===== config.mk =====
export PLATFORM = sky130hd
export DESIGN_NAME = periph_soc
export DESIGN_NICKNAME = d
export VERILOG_FILES = /design/src/hdl/soc_periph_pkg.sv /design/src/hdl/periph_router.sv /design/src/hdl/gpio_regs.sv /design/src/hdl/mtimer.sv /design/src/hdl/irq_ctrl.sv /design/src/hdl/periph_soc.sv
export SDC_FILE = /design/constraint.sdc
export NUM_CORES = 1
export LEC_CHECK = 0
export BUFFER_PORTS_ARGS = -buffer_cell sky130_fd_sc_hd__buf_2
export CORE_UTILIZATION = 55
export CTS_CLUSTER_SIZE = 40
export DETAILED_ROUTE_END_ITERATION = 7
export PLACE_DENSITY_LB_ADDON = 0.15
export SLEW_MARGIN = 40
export SYNTH_ARGS = -nofsm -noshare
export SYNTH_HDL_FRONTEND = slang
export SYNTH_SLANG_ARGS = --single-unit

===== constraint.sdc =====
create_clock -name i_sys_clk -period 3.5 [get_ports i_sys_clk]
set_clock_uncertainty 0.15 [all_clocks]
set_input_delay 0.525 -clock i_sys_clk [delete_from_list [all_inputs] [get_ports i_sys_clk]]
set_output_delay 0.525 -clock i_sys_clk [all_outputs]
set_load 0.05 [all_outputs]

===== src/hdl/soc_periph_pkg.sv =====
// Shared widths, bus request/response structs and slot address map
// Register word offsets, interrupt numbering and router state encoding
`default_nettype none

package soc_periph_pkg;

    // Bus widths
    typedef logic [15:0] bus_addr_t;   // [15:12] slot, [11:2] word
    typedef logic [31:0] bus_data_t;
    typedef logic [9:0]  word_offset_t;
    typedef logic [3:0]  bus_slot_t;
    typedef logic [63:0] mtime_t;

    typedef struct packed {
        bus_addr_t addr;
        logic      we;
        bus_data_t wdata;
    } bus_req_t;

    typedef struct packed {
        bus_data_t rdata;
        logic      err;
    } bus_rsp_t;

    // Slot map, anything else is unmapped
    localparam bus_slot_t SLOT_GPIO  = 4'd0;
    localparam bus_slot_t SLOT_TIMER = 4'd1;
    localparam bus_slot_t SLOT_IRQ   = 4'd2;

    localparam bus_data_t UNMAPPED_DATA = 32'hdead_beef;

    // GPIO
    localparam int SOC_GPIO_WIDTH = 8;
    typedef logic [SOC_GPIO_WIDTH-1:0] gpio_vec_t;

    // Interrupt sources, id 0 is reserved for "none"
    localparam int SOC_IRQ_TOTAL = 16;
    typedef logic [SOC_IRQ_TOTAL-1:0] irq_vec_t;
    typedef logic [3:0]               irq_id_t;

    localparam int IRQ_GPIO_BASE = 1;  // Pin n on source 1+n
    localparam int IRQ_MSIP      = 12;

    // GPIO register words
    localparam word_offset_t GPIO_OUT = 10'd0;
    localparam word_offset_t GPIO_DIR = 10'd1;
    localparam word_offset_t GPIO_IN  = 10'd2;
    localparam word_offset_t GPIO_IE  = 10'd3;

    // Timer register words
    localparam word_offset_t TMR_MTIME_LO = 10'd0;
    localparam word_offset_t TMR_MTIME_HI = 10'd1;
    localparam word_offset_t TMR_CMP_LO   = 10'd2;
    localparam word_offset_t TMR_CMP_HI   = 10'd3;
    localparam word_offset_t TMR_MSIP     = 10'd4;

    // Interrupt controller register words
    localparam word_offset_t IRQ_PENDING = 10'd0;
    localparam word_offset_t IRQ_ENABLE  = 10'd1;
    localparam word_offset_t IRQ_CLAIM   = 10'd2;

    typedef enum logic {
        RT_IDLE,
        RT_RESP
    } router_state_t;

endpackage : soc_periph_pkg

`default_nettype wire


===== src/hdl/periph_router.sv =====
// Peripheral router: accepts one request at a time, decodes the slot,
// strobes the selected slave and holds the registered response
`timescale 1ns/1ps
`default_nettype none

module periph_router
    import soc_periph_pkg::*;
(
    input  logic         i_sys_clk,
    input  logic         i_reset,
    // Request channel
    input  logic         i_req_valid,
    output logic         o_req_ready,
    input  bus_req_t     i_req,
    // Response channel
    output logic         o_rsp_valid,
    input  logic         i_rsp_ready,
    output bus_rsp_t     o_rsp,
    // Broadcast to slaves
    output word_offset_t o_offset,
    output bus_data_t    o_wdata,
    output logic         o_gpio_we,
    output logic         o_gpio_re,
    output logic         o_tmr_we,
    output logic         o_tmr_re,
    output logic         o_irq_we,
    output logic         o_irq_re,
    input  bus_data_t    i_gpio_rdata,
    input  bus_data_t    i_tmr_rdata,
    input  bus_data_t    i_irq_rdata
);

    router_state_t state;
    logic          accept;
    bus_slot_t     slot;
    logic          hit_gpio;
    logic          hit_tmr;
    logic          hit_irq;
    bus_rsp_t      next_rsp;

    assign o_req_ready = (state == RT_IDLE);
    assign o_rsp_valid = (state == RT_RESP);
    assign accept      = i_req_valid & o_req_ready;

    assign slot     = i_req.addr[15:12];
    assign hit_gpio = (slot == SLOT_GPIO);
    assign hit_tmr  = (slot == SLOT_TIMER);
    assign hit_irq  = (slot == SLOT_IRQ);

    assign o_offset = i_req.addr[11:2];
    assign o_wdata  = i_req.wdata;

    // One-cycle strobes, only on the transfer edge
    assign o_gpio_we = accept & hit_gpio & i_req.we;
    assign o_gpio_re = accept & hit_gpio & ~i_req.we;
    assign o_tmr_we  = accept & hit_tmr & i_req.we;
    assign o_tmr_re  = accept & hit_tmr & ~i_req.we;
    assign o_irq_we  = accept & hit_irq & i_req.we;
    assign o_irq_re  = accept & hit_irq & ~i_req.we;

    // Response mux
    always_comb
    begin
        next_rsp.rdata = UNMAPPED_DATA;
        next_rsp.err   = 1'b1;
        if (i_req.we)
        begin
            next_rsp.rdata = '0;   // Writes always complete cleanly
            next_rsp.err   = 1'b0;
        end
        else if (hit_gpio)
        begin
            next_rsp.rdata = i_gpio_rdata;
            next_rsp.err   = 1'b0;
        end
        else if (hit_tmr)
        begin
            next_rsp.rdata = i_tmr_rdata;
            next_rsp.err   = 1'b0;
        end
        else if (hit_irq)
        begin
            next_rsp.rdata = i_irq_rdata;
            next_rsp.err   = 1'b0;
        end
    end

    always_ff @(posedge i_sys_clk)
    begin
        if (i_reset)
            state <= RT_IDLE;
        else
        begin
            case (state)
                RT_IDLE: if (accept) state <= RT_RESP;
                RT_RESP: if (i_rsp_ready) state <= RT_IDLE;   // Response taken
                default: state <= RT_IDLE;
            endcase
        end
    end

    // Held until the master takes it
    always_ff @(posedge i_sys_clk)
    begin
        if (accept)
            o_rsp <= next_rsp;
    end

endmodule : periph_router

`default_nettype wire


===== src/hdl/gpio_regs.sv =====
// GPIO register block: output, direction and interrupt enable registers
// plus a two-flop input synchronizer
`timescale 1ns/1ps
`default_nettype none

module gpio_regs
    import soc_periph_pkg::*;
(
    input  logic         i_sys_clk,
    input  logic         i_reset,
    input  word_offset_t i_offset,
    input  bus_data_t    i_wdata,
    input  logic         i_we,
    input  logic         i_re,         // Reads have no side effects here
    output bus_data_t    o_rdata,
    input  gpio_vec_t    i_gpio,
    output gpio_vec_t    o_gpio,
    output gpio_vec_t    o_gpio_dir,
    output gpio_vec_t    o_irq
);

    gpio_vec_t out_r;
    gpio_vec_t dir_r;
    gpio_vec_t ie_r;
    gpio_vec_t in_meta;
    gpio_vec_t in_sync;

    always_ff @(posedge i_sys_clk)
    begin
        if (i_reset)
        begin
            out_r <= '0;
            dir_r <= '0;
            ie_r  <= '0;
        end
        else if (i_we)
        begin
            case (i_offset)
                GPIO_OUT: out_r <= i_wdata[SOC_GPIO_WIDTH-1:0];
                GPIO_DIR: dir_r <= i_wdata[SOC_GPIO_WIDTH-1:0];
                GPIO_IE:  ie_r  <= i_wdata[SOC_GPIO_WIDTH-1:0];
                default: ;   // GPIO_IN is read only
            endcase
        end
    end

    // Pins are asynchronous to the bus clock
    always_ff @(posedge i_sys_clk)
    begin
        in_meta <= i_gpio;
        in_sync <= in_meta;
    end

    always_comb
    begin
        case (i_offset)
            GPIO_OUT: o_rdata = bus_data_t'(out_r);
            GPIO_DIR: o_rdata = bus_data_t'(dir_r);
            GPIO_IN:  o_rdata = bus_data_t'(in_sync);
            GPIO_IE:  o_rdata = bus_data_t'(ie_r);
            default:  o_rdata = '0;
        endcase
    end

    assign o_gpio     = out_r;
    assign o_gpio_dir = dir_r;
    assign o_irq      = in_sync & ie_r;   // Level, edge detect is in irq_ctrl

endmodule : gpio_regs

`default_nettype wire


===== src/hdl/mtimer.sv =====
// Machine timer: free-running 64-bit mtime, mtimecmp and msip
// Timer interrupt while mtime >= mtimecmp
`timescale 1ns/1ps
`default_nettype none

module mtimer
    import soc_periph_pkg::*;
(
    input  logic         i_sys_clk,
    input  logic         i_reset,
    input  word_offset_t i_offset,
    input  bus_data_t    i_wdata,
    input  logic         i_we,
    output bus_data_t    o_rdata,
    output logic         o_mtip,
    output logic         o_msip
);

    mtime_t mtime;
    mtime_t mtimecmp;
    logic   msip_r;

    always_ff @(posedge i_sys_clk)
    begin
        if (i_reset)
        begin
            mtime    <= '0;
            mtimecmp <= '1;   // Never reached, so no timer irq out of reset
            msip_r   <= 1'b0;
        end
        else
        begin
            mtime <= mtime + 64'd1;
            if (i_we)
            begin
                case (i_offset)
                    TMR_CMP_LO: mtimecmp[31:0]  <= i_wdata;
                    TMR_CMP_HI: mtimecmp[63:32] <= i_wdata;
                    TMR_MSIP:   msip_r          <= i_wdata[0];
                    default: ;   // mtime is read only
                endcase
            end
        end
    end

    always_comb
    begin
        case (i_offset)
            TMR_MTIME_LO: o_rdata = mtime[31:0];
            TMR_MTIME_HI: o_rdata = mtime[63:32];
            TMR_CMP_LO:   o_rdata = mtimecmp[31:0];
            TMR_CMP_HI:   o_rdata = mtimecmp[63:32];
            TMR_MSIP:     o_rdata = bus_data_t'(msip_r);
            default:      o_rdata = '0;
        endcase
    end

    assign o_mtip = (mtime >= mtimecmp);
    assign o_msip = msip_r;

endmodule : mtimer

`default_nettype wire


===== src/hdl/irq_ctrl.sv =====
// Interrupt controller, one machine context
// Edge-captured pending bits, enable mask, claim by read, meip output
`timescale 1ns/1ps
`default_nettype none

module irq_ctrl
    import soc_periph_pkg::*;
(
    input  logic         i_sys_clk,
    input  logic         i_reset,
    input  word_offset_t i_offset,
    input  bus_data_t    i_wdata,
    input  logic         i_we,
    input  logic         i_re,
    output bus_data_t    o_rdata,
    input  irq_vec_t     i_sources,
    output logic         o_meip
);

    irq_vec_t src_q;       // Sampled sources
    irq_vec_t src_prev;    // Previous sample for edge detect
    irq_vec_t rise;
    irq_vec_t pending;
    irq_vec_t enable;
    irq_vec_t active;
    irq_vec_t claim_mask;
    irq_id_t  claim_id;

    // Source 0 means "none" and never pends
    assign rise   = src_q & ~src_prev & ~irq_vec_t'(1);
    assign active = pending & enable;
    assign o_meip = |active;

    // Lowest numbered active source wins
    always_comb
    begin
        claim_id = '0;
        for (int i = SOC_IRQ_TOTAL - 1; i >= 1; i--)
        begin
            if (active[i])
                claim_id = irq_id_t'(i);
        end
    end

    always_comb
    begin
        claim_mask = '0;
        if (i_re && (i_offset == IRQ_CLAIM))
            claim_mask[claim_id] = 1'b1;   // Bit 0 is harmless, never pending
    end

    always_ff @(posedge i_sys_clk)
    begin
        if (i_reset)
        begin
            src_q    <= '0;
            src_prev <= '0;
            pending  <= '0;
            enable   <= '0;
        end
        else
        begin
            src_q    <= i_sources;
            src_prev <= src_q;
            pending  <= (pending & ~claim_mask) | rise;   // New edge beats claim
            if (i_we && (i_offset == IRQ_ENABLE))
                enable <= i_wdata[SOC_IRQ_TOTAL-1:0];
        end
    end

    always_comb
    begin
        case (i_offset)
            IRQ_PENDING: o_rdata = bus_data_t'(pending);
            IRQ_ENABLE:  o_rdata = bus_data_t'(enable);
            IRQ_CLAIM:   o_rdata = bus_data_t'(claim_id);
            default:     o_rdata = '0;
        endcase
    end

endmodule : irq_ctrl

`default_nettype wire


===== src/hdl/periph_soc.sv =====
// Peripheral subsystem top with router, GPIO, machine timer and interrupt controller
// and the mapping of interrupt lines onto controller sources
`timescale 1ns/1ps
`default_nettype none

module periph_soc
    import soc_periph_pkg::*;
(
    input  logic      i_sys_clk,     // System/bus clock
    input  logic      i_reset,
    // Register bus
    input  logic      i_req_valid,
    output logic      o_req_ready,
    input  bus_req_t  i_req,
    output logic      o_rsp_valid,
    input  logic      i_rsp_ready,
    output bus_rsp_t  o_rsp,
    // GPIO pins
    input  gpio_vec_t i_gpio,
    output gpio_vec_t o_gpio,
    output gpio_vec_t o_gpio_dir,
    // Interrupts to the hart
    output logic      o_mtip,
    output logic      o_msip,
    output logic      o_meip
);

    word_offset_t w_offset;
    bus_data_t    wb_wdata;
    logic         w_gpio_we;
    logic         w_tmr_we;
    logic         w_irq_we;
    logic         w_irq_re;
    bus_data_t    wb_gpio_rdata;
    bus_data_t    wb_tmr_rdata;
    bus_data_t    wb_irq_rdata;
    gpio_vec_t    wb_irq_gpio;
    logic         w_clint_msip;
    irq_vec_t     wb_ext_irqs;

    periph_router router0 (
        .i_sys_clk(i_sys_clk),
        .i_reset(i_reset),
        .i_req_valid(i_req_valid),
        .o_req_ready(o_req_ready),
        .i_req(i_req),
        .o_rsp_valid(o_rsp_valid),
        .i_rsp_ready(i_rsp_ready),
        .o_rsp(o_rsp),
        .o_offset(w_offset),
        .o_wdata(wb_wdata),
        .o_gpio_we(w_gpio_we),
        .o_gpio_re(),                // GPIO reads have no side effects
        .o_tmr_we(w_tmr_we),
        .o_tmr_re(),                 // Timer reads have no side effects
        .o_irq_we(w_irq_we),
        .o_irq_re(w_irq_re),
        .i_gpio_rdata(wb_gpio_rdata),
        .i_tmr_rdata(wb_tmr_rdata),
        .i_irq_rdata(wb_irq_rdata)
    );

    gpio_regs gpio0 (
        .i_sys_clk(i_sys_clk),
        .i_reset(i_reset),
        .i_offset(w_offset),
        .i_wdata(wb_wdata),
        .i_we(w_gpio_we),
        .i_re(),
        .o_rdata(wb_gpio_rdata),
        .i_gpio(i_gpio),
        .o_gpio(o_gpio),
        .o_gpio_dir(o_gpio_dir),
        .o_irq(wb_irq_gpio)
    );

    mtimer clint0 (
        .i_sys_clk(i_sys_clk),
        .i_reset(i_reset),
        .i_offset(w_offset),
        .i_wdata(wb_wdata),
        .i_we(w_tmr_we),
        .o_rdata(wb_tmr_rdata),
        .o_mtip(o_mtip),
        .o_msip(w_clint_msip)
    );

    irq_ctrl plic0 (
        .i_sys_clk(i_sys_clk),
        .i_reset(i_reset),
        .i_offset(w_offset),
        .i_wdata(wb_wdata),
        .i_we(w_irq_we),
        .i_re(w_irq_re),
        .o_rdata(wb_irq_rdata),
        .i_sources(wb_ext_irqs),
        .o_meip(o_meip)
    );

    always_comb
    begin: comb_proc
        irq_vec_t vb_ext_irqs;

        vb_ext_irqs = '0;   // Unused sources tied low
        vb_ext_irqs[IRQ_GPIO_BASE +: SOC_GPIO_WIDTH] = wb_irq_gpio;
        // Software irq also visible to the controller
        vb_ext_irqs[IRQ_MSIP] = w_clint_msip;
        wb_ext_irqs = vb_ext_irqs;

        o_msip = w_clint_msip;
    end: comb_proc

endmodule : periph_soc

`default_nettype wire


**Yosys cells after proc, flatten, opt, wreduce, memory -nomap -nowiden**

Cells that the tools add are included.

- Output and inout bits: 54
- Register bits after elaboration: 267
- Input port bits: 61
- Word-level logic and storage cells: 84

- Reduce and logical (&&, ||, !) cells: 13
- Multiplexer cells: 27
- Equality and inequality tests: 6
- Bitwise logic cells: 17
- $lt $le $gt $ge: 3
- Add/subtract/negate cells: 1

Operator list:

| kind | number |
|---|---|
| $pmux W32 S5 | 1 |
| $mux W33 | 3 |
| $add A64 B1 Y64 const B | 1 |
| $ge A64 B64 Y1 | 1 |
| $mux W4 | 15 |
| $and A16 B16 Y16 | 3 |
| $pmux W16 S3 | 1 |
| $not A16 Y16 | 2 |
| $pmux W8 S4 | 1 |
| $eq A10 B2 Y1 const B | 2 |
| $mux W16 | 1 |
| $or A16 B16 Y16 | 1 |
| $reduce_or A16 Y1 | 1 |
| $reduce_and A2 Y1 | 6 |
| $eq A10 B1 Y1 const B | 1 |
| $eq A10 B3 Y1 const B | 1 |
| $logic_not A10 Y1 | 1 |
| $and A1 B1 Y1 | 8 |
| $and A8 B8 Y8 | 1 |
| $lt A4 B5 Y1 const B | 1 |
| $demux W1 S4 | 1 |
| $eq A4 B1 Y1 const B | 1 |
| $eq A4 B2 Y1 const B | 1 |
| $ge A4 B1 Y1 const B | 1 |
| 6 further kinds | 11 |

**Depth between registers and ports, before layout**

Gate-level depths: netlist of run 1.

- Depth after elaboration: 24
- Depth in mapped cells: 10
- Depth with buffers taken out: 9

**Cells and area by module**

Synthesis of run 1 repeated with hierarchy kept, for this count alone.

- Cell total of the unflattened synthesis: 1589
- Area, all modules: 14116.0 um^2

By module, submodules not included:

| module | area each (um^2) | cells an instance | seq. area each (um^2) | instances |
|---|---|---|---|---|
| mtimer | 7383.3 | 893 | 2582.5 | 1 |
| irq_ctrl | 2835.2 | 329 | 1241.2 | 1 |
| periph_router | 2030.7 | 206 | 1011.0 | 1 |
| gpio_regs | 1863.0 | 160 | 800.8 | 1 |
| periph_soc | 3.8 | 1 | 0.0 | 1 |

**Worst setup path before layout of run 1**

OpenSTA, ideal clock, no wires.

- Kind: reg2out
- Start: register clint0.mtime[20]
- End: output o_mtip
- Arrival: 2.632 ns
- Stages on the path, launching flop included: 8
- Slack: 0.193 ns
- Required time: 2.825 ns
- Path buffers: 0
- Path through: dfxtp_1 > ha_1 > nand4_1 > nor4_1 > o21ai_0 > o31ai_1 > a211oi_1 > o31ai_1

- Cells in the longest elaborated chain, start to end: 1

RTL lines:

| element | line | source |
|---|---|---|
| start, declared | mtimer.sv:19 | `mtime_t mtime;` |
| start signal, assigned | mtimer.sv:33 | `mtime <= mtime + 64'd1;` |
| $ge A64 B64 Y1 | mtimer.sv:58 | `assign o_mtip = (mtime >= mtimecmp);` |
| end, declared | periph_soc.sv:23 | `output logic o_mtip,` |

Every way passes these cells.

**Worst setup path in the final report of run 1**

- Start: register clint0.mtimecmp[19]
- End: output o_mtip

- Cells in the longest elaborated chain, start to end: 1

RTL lines:

| element | line | source |
|---|---|---|
| start, declared | mtimer.sv:20 | `mtime_t mtimecmp;` |
| start signal, assigned | mtimer.sv:37 | `TMR_CMP_LO: mtimecmp[31:0] <= i_wdata;` |
| $ge A64 B64 Y1 | mtimer.sv:58 |  |

Every way passes these cells.

==> qor.txt, run 1 <==
OUTCOME
-----------------------------------------------------------------------------------------
Run status                                                                   complete, but fails checks
Violated checks                                                              negative setup slack

STA
-----------------------------------------------------------------------------------------
Unrepaired setup endpoints after global routing                                       yes
Final setup violating endpoints                                                         1
Peak Freq                                                                         283 MHz
Post-route clock period utilization                                                  101%
Slew at the pin with the worst max-slew slack                                    0.715 ns
Slew headroom                                                                       52.3%
Final Slew Violations                                                                   0
Number of failing hold endpoints at the final stage                                     0
Shortest period the worst path allows                                             3.53 ns
Slack of the critical path                                                     -0.0278 ns

LOGIC SYNTHESIS
-----------------------------------------------------------------------------------------
Share of the yosys chip area belonging to registers                                 42.5%
Synth top area share                                                                34.7%
Mapped cell area                                                                12700 um2
Synth warnings                                                                          0
Number of synthesized flops with an enable pin                                         33
Gate Count Post-Synth                                                                1391
Area contributors post-synth                                                 dfxtp_1 35%, edfxtp_1 7.8%, ha_1 6.4%
Most area-hungry cell type in the Yosys netlist                                   dfxtp_1
Proportion of register bits with asynchronous set or reset after synthesis             0%
Synth Net Count                                                                      1517
Syn Area/Cell                                                                    9.12 um2
Most used DFF post-synth                                                          dfxtp_1
Register bit total from synthesis                                                     253
Library cells used by synthesis                                                        70

DETAILED ROUTING
-----------------------------------------------------------------------------------------
Final ANT Viol Nets                                                                     0
Drt pass-1 iters                                                                        5
Number of violations reported at the end of detailed-routing iteration 0              734
Post-DR wirelength/cell                                                           18.7 um
Via count of the routed design                                                      10800
Via density                                                                          5.94
Total Wirelength                                                                 34000 um
Remaining design rule violation count                                                   0

CRITICAL PATH
-----------------------------------------------------------------------------------------
CP endpoint kind                                                             primary output
Worst EP arrival                                                                  2.85 ns
Buffers & Inverters on Critical Path                                                    3
Required time at the endpoint of the critical path                                2.82 ns
Maximum fanout encountered on the critical timing path                                  2
Setup crit start kind                                                           flip-flop
Library cell contributing the largest single delay on the critical path           o31ai_2
Longest individual stage delay on the worst path                                  0.35 ns
Critical Path, Cell by Cell                                                  inv_2, ha_4, nand4_1, nor4_2, o21ai_1, o31ai_1, buf_4, a211oi_2, o31ai_2, buf_6
WS Path Type                                                                   reg -> out
Kind of cell with the highest combined delay on the critical path            compound AO/OA/AOI/OAI gates

LAYOUT
-----------------------------------------------------------------------------------------
# fillers                                                                            1905
Most common cell after layout, fill and taps aside                                dfxtp_1
Area of all placed cells without fillers                                        14700 um2
Multi-input logic area                                                           6750 um2
Sequential cell area                                                             5400 um2
Syn-to-layout area delta                                                            16.2%
Layout Nets                                                                          1636
Commonest cells after routing, fill and taps aside                           214 x dfxtp_1, 162 x nor2_1, 131 x nand2_1
Core occupancy in the finished layout                                               65.1%
Fraction of layout cells with a size suffix above 1                                 16.5%
Post-route insts no fill                                                             1817
Count of inserted antenna diode cells                                                   0

FLOORPLAN
-----------------------------------------------------------------------------------------
I/O Pins                                                                              115
DIE AREA                                                                        23700 um2
Die extent in y                                                                    154 um
Starting density of the core                                                        56.0%
Floorplan die width                                                                154 um
Standard-cell row count                                                                55
Core area                                                                       22600 um2

POWER AND IR DROP
-----------------------------------------------------------------------------------------
IR Drop Worst-Case VDD                                                           0.395 mV
Total power divided by cell area                                               439 nW/um2
Leakage Power                                                                     6.32 nW

GRT
-----------------------------------------------------------------------------------------
Met2 track demand over resource in global routing                                   50.3%
Pin count of the biggest net entering global routing                                   94
Total track usage                                                                   28.7%
Vias in the first global route                                                      10200
Number of antenna violations at the first check in global routing                       0
First-pass GRT wire length                                                       53900 um
Met1 Usage GRT                                                                      37.2%
Met3 routing resource usage after global routing                                    2.82%
Total overflow reported by the global router                                            0
Global-route layer with the greatest usage                                           met2

CLOCK NETWORK
-----------------------------------------------------------------------------------------
Clock latency at the later pin of the worst-skew pair                             0.54 ns
Number of buffers inserted during clock tree synthesis                                 28
Max Buffers Root-to-Sink                                                                3
CTS tree                                                                            built
Htree depth                                                                             1
Clock root cell                                                                 clkbuf_16
Clock transition at the registers of the reported paths                           0.06 ns
Clock net sink count                                                                  253

PLACEMENT
-----------------------------------------------------------------------------------------
Sum of net half-perimeters after detailed placement                              24400 um
Placed instance count                                                                1754
Final weighted congestion in routability-driven placement                           0.946
PortBufs                                                                              112
Pre-CTS setup slack                                                              0.265 ns
Cell Area, Placed                                                               13600 um2

MIN PATH
-----------------------------------------------------------------------------------------
Hold Path Class                                                                 in -> reg

RUN
-----------------------------------------------------------------------------------------
Max-cap check violation count                                                           0

metal layers:
| layer | wire [um] | part of all wire (%) | up-vias |
|---|---|---|---|
| met4 | 995 | 2.9 | 0 |
| met1 | 14700 | 43 | 5167 |
| li1 | - | - | 5201 |
| met2 | 16500 | 49 | 355 |
| met3 | 1790 | 5.3 | 67 |
| met5 | 0 | 0 | - |
state kept, by name, indices dropped and copies added, names as in the netlist, 8 cells and up:
signal and count:
gpio0.in_sync 8, plic0.enable 16, router0.o_rsp 33, plic0.pending 16, plic0.src_q 9, plic0.src_prev 9
clint0.mtime 64, gpio0.in_meta 8, gpio0.o_gpio 8, clint0.mtimecmp 64, gpio0.o_gpio_dir 8, gpio0.ie_r 8
cells by family (layout without fill, tap and decap cells):
group / Yosys count / after routing / synth area share (%)
simple gates: 510 / 510 / 19.7
mux: 53 / 53 / 6.35
fa+ha+maj: 65 / 65 / 6.41
flops: 253 / 253 / 42.5
buf+inv: 149 / 290 / 4.90
compound gates: 308 / 308 / 16.4
xor+xnor: 53 / 53 / 3.66
area by class of cell:
type                       instances  area share, %
sequential                       253           36.7
tap                              285           2.42
inverter                          81           2.06
clock inverter                    15           1.18
clock buffer                      37           5.33
multi-input combinational        989           45.8
timing repair buffer             157           6.49
path summary, 6_finish.rpt:
path	endpoint	slack, ns	startpoint	cells past startpoint
max	o_mtip	-0.03	clint0.mtimecmp[19]	10
min	router0.o_rsp_valid	0.02	i_rsp_ready	2
max reg2reg	clint0.mtime[58]	0.60	clint0.mtime[1]	8
min reg2reg	gpio0.in_sync[1]	0.18	gpio0.in_meta[1]	0
worst reg2reg max path: stages (launching register included):
cell,delay [ns]
dfxtp_1,0.38
ha_1,0.25
nand2_1,0.18
nor3_1,0.50
and3_1,0.47
nor3b_2,0.42
and4_1,0.26
xnor2_1,0.12
nor2_1,0.05
cell usage after synthesis, types with 6 or more instances:
library cell	count
a211o_1	65
a211oi_1	11
a21o_1	13
a21oi_1	70
a221oi_1	10
a22oi_1	26
and2_1	16
and3_1	8
and4_1	10
buf_1	6
buf_2	17
buf_4	7
clkbuf_1	36
dfxtp_1	220
edfxtp_1	33
ha_1	65
inv_1	81
mux2i_1	31
mux4_2	22
nand2_1	131
nand2b_1	22
nand3_1	56
nand4_1	24
nor2_1	162
nor2b_1	21
nor3_1	17
o21ai_0	70
or3_1	12
xnor2_1	15
xor2_1	38
repair_timing:
action,in CTS,in global routing
cloned,0,0
endpoints found under the setup margin,1,1
buffers inserted,2,1
resized for setup,18,6
hold buffers,8,0
endpoints found under the hold margin,8,0
pin swaps,9,6
per-stage QoR:
stage	power (W)	hold WS, ns	TNS, ns
after floorplan	0.00332	0.160	0
after global placement	0.00346	0.161	0
after detailed placement	0.00347	0.163	0
after CTS	0.00650	0.0104	-0.0697
after global routing	0.00665	0.00989	-0.178
final	0.00647	0.0195	-0.0278
report_power, final:
group	total, W	switching, W	leakage [nW]	internal, W
clock network	0.00305	0.00119	0.476	0.00187
registers	0.00301	0.0000232	2.10	0.00299
logic	0.000402	0.000280	3.74	0.000121
total	0.00647	0.00149	6.32	0.00498
No activity file was read; power rests on OpenSTA's default activity.
==> run 2, diff against run 1 <==
--- a/config.mk
+++ b/config.mk
@@ -6,7 +6,10 @@
 export NUM_CORES = 1
 export LEC_CHECK = 0
 export BUFFER_PORTS_ARGS = -buffer_cell sky130_fd_sc_hd__buf_2
-export CORE_UTILIZATION = 55
+export CAP_MARGIN = 15
+export CELL_PAD_IN_SITES_DETAIL_PLACEMENT = 1
+export CELL_PAD_IN_SITES_GLOBAL_PLACEMENT = 2
+export CORE_UTILIZATION = 37
 export CTS_CLUSTER_SIZE = 40
 export DETAILED_ROUTE_END_ITERATION = 7
 export PLACE_DENSITY_LB_ADDON = 0.15
==> run 2 against run 1 <==
Effect of this change: clock power grew 6%; highest routed layer unchanged; cell count grew 10%; total power grew 3.2%; the run still ends with negative setup slack left; maximum frequency shrank 1.1%; utilization shrank 20 points; non-clock buffer count grew 19.
==> qor.txt, run 2 (synthesis results as in run 1) <==
GRT
---------------------------------------------------------------------------------------
Pin count of the biggest net entering global routing                                 74   -21%
Total overflow reported by the global router                                          0   unchanged
Vias in the first global route                                                    11400   +12%
Number of antenna violations at the first check in global routing                     1   +1
First-pass GRT wire length                                                     64200 um   +19%
Total track usage                                                                 23.2%   -5.4 points

POWER AND IR DROP
---------------------------------------------------------------------------------------
Relative contribution of combinational cells to total power                        6.3%   about the same
IR Drop Worst-Case VDD                                                         0.336 mV   -15%
Internal Dissipation                                                          0.00510 W   +2.6%
Clock share of power                                                              48.5%   +1.3 points
Total power divided by cell area                                             438 nW/um2   -0.38%
Leakage Power                                                                   6.45 nW   +2.1%
Net switching power of the design                                             0.00157 W   +5.3%
Net switching fraction of the power                                               23.5%   +0.47 points
Flop pwr share                                                                    45.1%   -1.5 points

DETAILED ROUTING
---------------------------------------------------------------------------------------
Via density                                                                        5.47   -7.9%
Total Wirelength                                                               40700 um   +20%
Post-DR wirelength/cell                                                         20.3 um   +8.5%
Final ANT Viol Nets                                                                   0   unchanged
Wire length the detailed router placed on met1                                 18200 um   +24%
Remaining design rule violation count                                                 0   unchanged
Top layer in use                                                                   met4
Number of violations reported at the end of detailed-routing iteration 0            521   -29%
Via count of the routed design                                                    11000   +1.5%
Drt pass-1 iters                                                                      5   unchanged
Routed met3 length                                                              1270 um   -29%
DR WL met2                                                                     19900 um   +20%

CRITICAL PATH
---------------------------------------------------------------------------------------
WS Path Type                                                                 reg -> out
Setup crit start kind                                                         flip-flop
Origin of the worst setup path                                             clint0.mtimecmp[11]
Critical Path, Cell by Cell                                                inv_1, ha_4, a211oi_4, nand2_1, a211o_1, a41oi_2, o31ai_2, buf_4, a211oi_2, o31ai_2, buf_4, buf_8
Levels on crit path                                                                  12   +2
Library cell contributing the largest single delay on the critical path         dfxtp_2
Longest individual stage delay on the worst path                                0.32 ns   -0.03 ns
Maximum fanout encountered on the critical timing path                                3   +1
CP endpoint kind                                                           primary output
Number of cell instances on the worst register-to-register path                       9   +1
Buffers & Inverters on Critical Path                                                  4   +1
Kind of cell with the highest combined delay on the critical path          compound AO/OA/AOI/OAI gates
Required time at the endpoint of the critical path                              2.82 ns   about the same
Worst EP arrival                                                                2.89 ns   +0.04 ns
Startpoint of the worst-slack reg-to-reg timing path                       clint0.mtime[0]

MIN PATH
---------------------------------------------------------------------------------------
Startpoint of the worst hold path                                             i_req[26]
Cell depth of the worst min-delay path                                                2   unchanged
Hold Path Class                                                               in -> reg

LAYOUT
---------------------------------------------------------------------------------------
Post-route insts no fill                                                           2003   +10%
# fillers                                                                          3904   +100%
Core occupancy in the finished layout                                             45.4%   -20 points
Fraction of layout cells with a size suffix above 1                               18.7%   +2.1 points
Multi-input logic area                                                         6830 um2   +1.1%
Commonest cells after routing, fill and taps aside                         209 x dfxtp_1, 162 x nor2_1, 130 x nand2_1
Most common cell after layout, fill and taps aside                              dfxtp_1
Sequential cell area                                                           5410 um2   +0.12%
Layout Nets                                                                        1657   +1.3%
Syn-to-layout area delta                                                          20.3%
Leading registers by flop count                                            clint0.mtime: 64 flops, clint0.mtimecmp: 64 flops, router0.o_rsp: 33 flops

CLOCK NETWORK
---------------------------------------------------------------------------------------
Clock root cell                                                               clkbuf_16
Number of buffers inserted during clock tree synthesis                               30   +7.1%
Clock latency at the later pin of the worst-skew pair                           0.56 ns   +0.02 ns
CTS tree                                                                          built
Htree depth                                                                           1   unchanged
Clock transition at the registers of the reported paths                         0.06 ns   about the same
Clock net sink count                                                                253   unchanged
Max Buffers Root-to-Sink                                                              3   unchanged

OUTCOME
---------------------------------------------------------------------------------------
Violated checks                                                            negative setup slack
Run status                                                                 complete, but fails checks

FLOORPLAN
---------------------------------------------------------------------------------------
DIE AREA                                                                      35000 um2   +48%
Standard-cell row count                                                              67   +22%
Die extent in y                                                                  187 um   +22%
Starting density of the core                                                      37.7%   -18 points
Core area                                                                     33600 um2   +48%
I/O Pins                                                                            115   unchanged
Floorplan die width                                                              187 um   +22%

STA
---------------------------------------------------------------------------------------
Final setup violating endpoints                                                       1   unchanged
Number of failing hold endpoints at the final stage                                   0   unchanged
Slack of the critical path                                                   -0.0653 ns   -0.0376 ns
Slew at the pin with the worst max-slew slack                                  0.808 ns   +0.0930 ns
Post-route clock period utilization                                                102%   +1.1 points
Peak Freq                                                                       280 MHz   -1.1%
Slew headroom                                                                     45.8%   -6.5 points
Shortest period the worst path allows                                           3.57 ns   +0.0376 ns
Unrepaired setup endpoints after global routing                                     yes
Final Slew Violations                                                                 0   unchanged

PLACEMENT
---------------------------------------------------------------------------------------
Sum of net half-perimeters after detailed placement                            29700 um   +22%
Final weighted congestion in routability-driven placement                         0.876   -7.3%
Placed instance count                                                              1936   +10%
PortBufs                                                                            112   unchanged

RUN
---------------------------------------------------------------------------------------
Max-cap check violation count                                                         0   unchanged

-- run 2: cell type report --
class	count	area share (%)
antenna	1	0.0164
clock buffer	42	5.62
clock inverter	13	1.08
inverter	81	1.99
multi-input combinational	989	44.8
sequential	253	35.5
tap	448	3.67
timing repair buffer	176	7.41
-- run 2: stage by stage --
step | area (um2) | setup TNS (ns) | total power [W] | hold slack (ns) | setup slack (ns)
floorplan | 12700 | 0 | 0.00332 | 0.160 | 0.193
global placement | 13900 | 0 | 0.00349 | 0.162 | 0.188
detailed placement | 13900 | 0 | 0.00349 | 0.163 | 0.210
CTS | 15200 | -0.0678 | 0.00675 | 0.0202 | -0.0678
global route | 15300 | -0.212 | 0.00689 | 0.0387 | -0.212
finish | 15300 | -0.0653 | 0.00667 | 0.0372 | -0.0653
-- run 2: path summary, 6_finish.rpt --
check	slack, ns	to
worst min register to register	0.17	gpio0.in_sync[5]
worst max-delay path	-0.07	o_mtip
worst min-delay path	0.04	clint0.mtimecmp[26]
worst max register to register	0.56	clint0.mtime[58]
-- run 2: power by group through the flow --
stage	Combinational, W	Sequential, W	Clock, W
floorplan	0.000158	0.00316	0
detailed placement	0.000418	0.00307	0
global placement	0.000416	0.00307	0
finish	0.000423	0.00301	0.00324
global route	0.000450	0.00301	0.00343
CTS	0.000427	0.00301	0.00331
-- run 2: timing repair --
item / 4_1_cts / 5_1_grt
resized for setup: 37 / 6
endpoints found under the setup margin: 1 / 1
hold endpoints to repair: 9 / 0
setup buffers: 2 / 0
hold buffers: 9 / 0
pin swaps: 13 / 0
-- run 2: routing by layer --
layer | global-route usage, % | vias to the layer above
li1 | - | 5243
met1 | 30.1 | 5430
met2 | 40.3 | 204
met3 | 2.61 | 73
met4 | 7.57 | 0
met5 | 0 | -
-- run 2: worst register-to-register path: cells and delay by family (launching register included) --
family / cells / cell delay, ns
XOR/XNOR: 1 / 0.12
adder cells (fa/ha/maj): 1 / 0.20
buffers and inverters: 1 / 0.12
flip-flops: 1 / 0.33
AND/OR/NAND/NOR: 6 / 1.89
==> run 3, diff against run 2 <==
--- a/config.mk
+++ b/config.mk
@@ -12,6 +12,7 @@
 export CORE_UTILIZATION = 37
 export CTS_CLUSTER_SIZE = 40
 export DETAILED_ROUTE_END_ITERATION = 7
+export MAX_ROUTING_LAYER = met4
 export PLACE_DENSITY_LB_ADDON = 0.15
 export SLEW_MARGIN = 40
 export SYNTH_ARGS = -nofsm -noshare
==> run 3 against run 2 <==
Effect of this change: the flow still finishes with violations (negative setup slack); routed wire length is essentially flat; cell count is the same; worst hold slack lost 0.0022 ns; design area is essentially flat; clock-buffer cell count is the same; via count shrank 0.38%; critical endpoint unchanged; largest cell class unchanged; largest power group unchanged; highest routed layer unchanged.
==> qor.txt, run 3 (synthesis results as in run 1) <==
OUTCOME
---------------------------------------------------------------------------------------
Run status                                                                 complete, but fails checks
Violated checks                                                            negative setup slack

FLOORPLAN
---------------------------------------------------------------------------------------
Starting density of the core                                                      37.7%   unchanged
Die extent in y                                                                  187 um   unchanged
Standard-cell row count                                                              67   unchanged
Floorplan die width                                                              187 um   unchanged
DIE AREA                                                                      35000 um2   unchanged
I/O Pins                                                                            115   unchanged
Core area                                                                     33600 um2   unchanged

CLOCK NETWORK
---------------------------------------------------------------------------------------
Clock net sink count                                                                253   unchanged
Htree depth                                                                           1   unchanged
CTS tree                                                                          built
Number of buffers inserted during clock tree synthesis                               30   unchanged
Max Buffers Root-to-Sink                                                              3   unchanged
Clock root cell                                                               clkbuf_16
Clock latency at the later pin of the worst-skew pair                           0.56 ns   about the same
Clock transition at the registers of the reported paths                         0.06 ns   about the same

GRT
---------------------------------------------------------------------------------------
Number of antenna violations at the first check in global routing                     1   unchanged
Total overflow reported by the global router                                          0   unchanged
Vias in the first global route                                                    11400   +0.044%
Pin count of the biggest net entering global routing                                 74   unchanged
First-pass GRT wire length                                                     64200 um   about the same
Total track usage                                                                 24.0%   +0.73 points

STA
---------------------------------------------------------------------------------------
Slew at the pin with the worst max-slew slack                                  0.822 ns   +0.0146 ns
Sum Neg Setup Slack                                                          -0.0653 ns   +0.0000418 ns
Unrepaired setup endpoints after global routing                                     yes
Shortest period the worst path allows                                           3.57 ns   -0.0000418 ns
Slew headroom                                                                     44.8%   -0.98 points
Peak Freq                                                                       280 MHz   about the same
Worst hold-check slack                                                        0.0350 ns   -0.00216 ns
Number of failing hold endpoints at the final stage                                   0   unchanged
Slack of the critical path                                                   -0.0653 ns   +0.0000418 ns
Final Slew Violations                                                                 0   unchanged
Post-route clock period utilization                                                102%   about the same
Final setup violating endpoints                                                       1   unchanged

RUN
---------------------------------------------------------------------------------------
Max-cap check violation count                                                         0   unchanged

POWER AND IR DROP
---------------------------------------------------------------------------------------
Total power divided by cell area                                             437 nW/um2   about the same
IR Drop Worst-Case VDD                                                         0.337 mV   +0.26%
Power after layout                                                            0.00667 W   about the same
Leakage Power                                                                   6.45 nW   about the same

LAYOUT
---------------------------------------------------------------------------------------
Syn-to-layout area delta                                                          20.3%   about the same
Fraction of layout cells with a size suffix above 1                               18.7%   +0.064 points
Layout Nets                                                                        1657   unchanged
Most common cell after layout, fill and taps aside                              dfxtp_1
Commonest cells after routing, fill and taps aside                         208 x dfxtp_1, 162 x nor2_1, 130 x nand2_1
Post-route insts no fill                                                           2003   unchanged
Leading registers by flop count                                            clint0.mtime: 64 flops, clint0.mtimecmp: 64 flops, router0.o_rsp: 33 flops

DETAILED ROUTING
---------------------------------------------------------------------------------------
Via count of the routed design                                                    10900   -0.38%
Total Wirelength                                                               40600 um   about the same
Final ANT Viol Nets                                                                   0   unchanged
Drt pass-1 iters                                                                      6   +1
Post-DR wirelength/cell                                                         20.3 um   about the same
Number of violations reported at the end of detailed-routing iteration 0            544   +4.4%
Via density                                                                        5.45   -0.38%
Remaining design rule violation count                                                 0   unchanged

CRITICAL PATH
---------------------------------------------------------------------------------------
Crit path capture                                                                o_mtip
Internal reg-to-reg setup slack                                                 0.60 ns   +0.04 ns
Worst EP arrival                                                                2.89 ns   about the same
CP endpoint kind                                                           primary output
Startpoint of the worst-slack reg-to-reg timing path                       clint0.mtime[0]
Origin of the worst setup path                                             clint0.mtimecmp[11]
Worst reg2reg path endpoint                                                clint0.mtime[58]
Number of cell instances on the worst register-to-register path                       9   unchanged
WS Path Type                                                                 reg -> out
Required time at the endpoint of the critical path                              2.82 ns   about the same
Setup crit start kind                                                         flip-flop
Maximum fanout encountered on the critical timing path                                3   unchanged

PLACEMENT
---------------------------------------------------------------------------------------
Final weighted congestion in routability-driven placement                         0.891   +1.7%
Sum of net half-perimeters after detailed placement                            29700 um   unchanged
Placed instance count                                                              1936   unchanged
Pre-CTS setup slack                                                            0.210 ns   unchanged
PortBufs                                                                            112   unchanged

MIN PATH
---------------------------------------------------------------------------------------
Hold Path Class                                                               in -> reg

-- run 3: changes by cell type in the layout (fill, tap and decap cells not counted) --
cell and delta:
dfxtp_1 -1, dfxtp_2 +1
-- run 3: power breakdown --
group | internal (W) | total [W] | switching [W]
Combinational | 0.000126 | 0.000422 | 0.000296
Clock | 0.00199 | 0.00324 | 0.00125
Sequential | 0.00299 | 0.00301 | 0.0000217
-- run 3: routing by layer --
layer | wire [um] | GRT usage [%] | vias to the layer above | part of all wire [%]
li1 | - | - | 5246 | -
met1 | 18200 | 30.2 | 5376 | 45
met2 | 19900 | 40.3 | 210 | 49
met3 | 1270 | 2.55 | 76 | 3.1
met4 | 1280 | 7.57 | 0 | 3.1
met5 | 0 | - | - | 0
-- run 3: worst min-delay path by stage --
stage / end / cells past startpoint / slack [ns] / from
after floorplan: gpio0.in_sync[0] / 0 / 0.16 / gpio0.in_meta[0]
after global placement: gpio0.in_sync[1] / 0 / 0.16 / gpio0.in_meta[1]
after detailed placement: gpio0.in_sync[5] / 0 / 0.16 / gpio0.in_meta[5]
after CTS: clint0.mtimecmp[26] / 2 / 0.02 / i_req[26]
after global routing: clint0.mtimecmp[58] / 2 / 0.04 / i_req[26]
final: clint0.mtimecmp[26] / 2 / 0.04 / i_req[26]
-- run 3: final cells by class --
| type | count | area [um2] |
|---|---|---|
| diodes | 1 | 2.50 |
| clock buffers | 42 | 857 |
| clock inverters | 13 | 165 |
| fillers | 3903 | 18400 |
| inverters | 81 | 304 |
| multi-input cells | 989 | 6830 |
| flip-flops and latches | 253 | 5410 |
| well taps | 448 | 561 |
| repair buffers | 176 | 1130 |
-- run 3: worst max-delay path: stages (launching register included) --
cell	delay, ns
dfxtp_2	0.32
inv_1	0.07
ha_4	0.26
a211oi_4	0.24
nand2_1	0.11
a211o_1	0.29
a41oi_2	0.18
o31ai_2	0.11
buf_4	0.15
a211oi_2	0.19
o31ai_2	0.08
buf_4	0.16
buf_8	0.14
-- run 3: stage by stage --
stage,utilization (%),area [um2]
floorplan,-,12700
global placement,41.5,13900
detailed placement,41.5,13900
CTS,45.3,15200
global route,45.4,15300
finish,45.4,15300
-- run 3: repair_timing --
action | 4_1_cts | 5_1_grt
gates resized for setup | 37 | 7
buffers inserted | 2 | 0
setup endpoints to repair | 1 | 1
hold endpoints to repair | 9 | 0
pin swaps | 13 | 0
hold buffers | 9 | 0
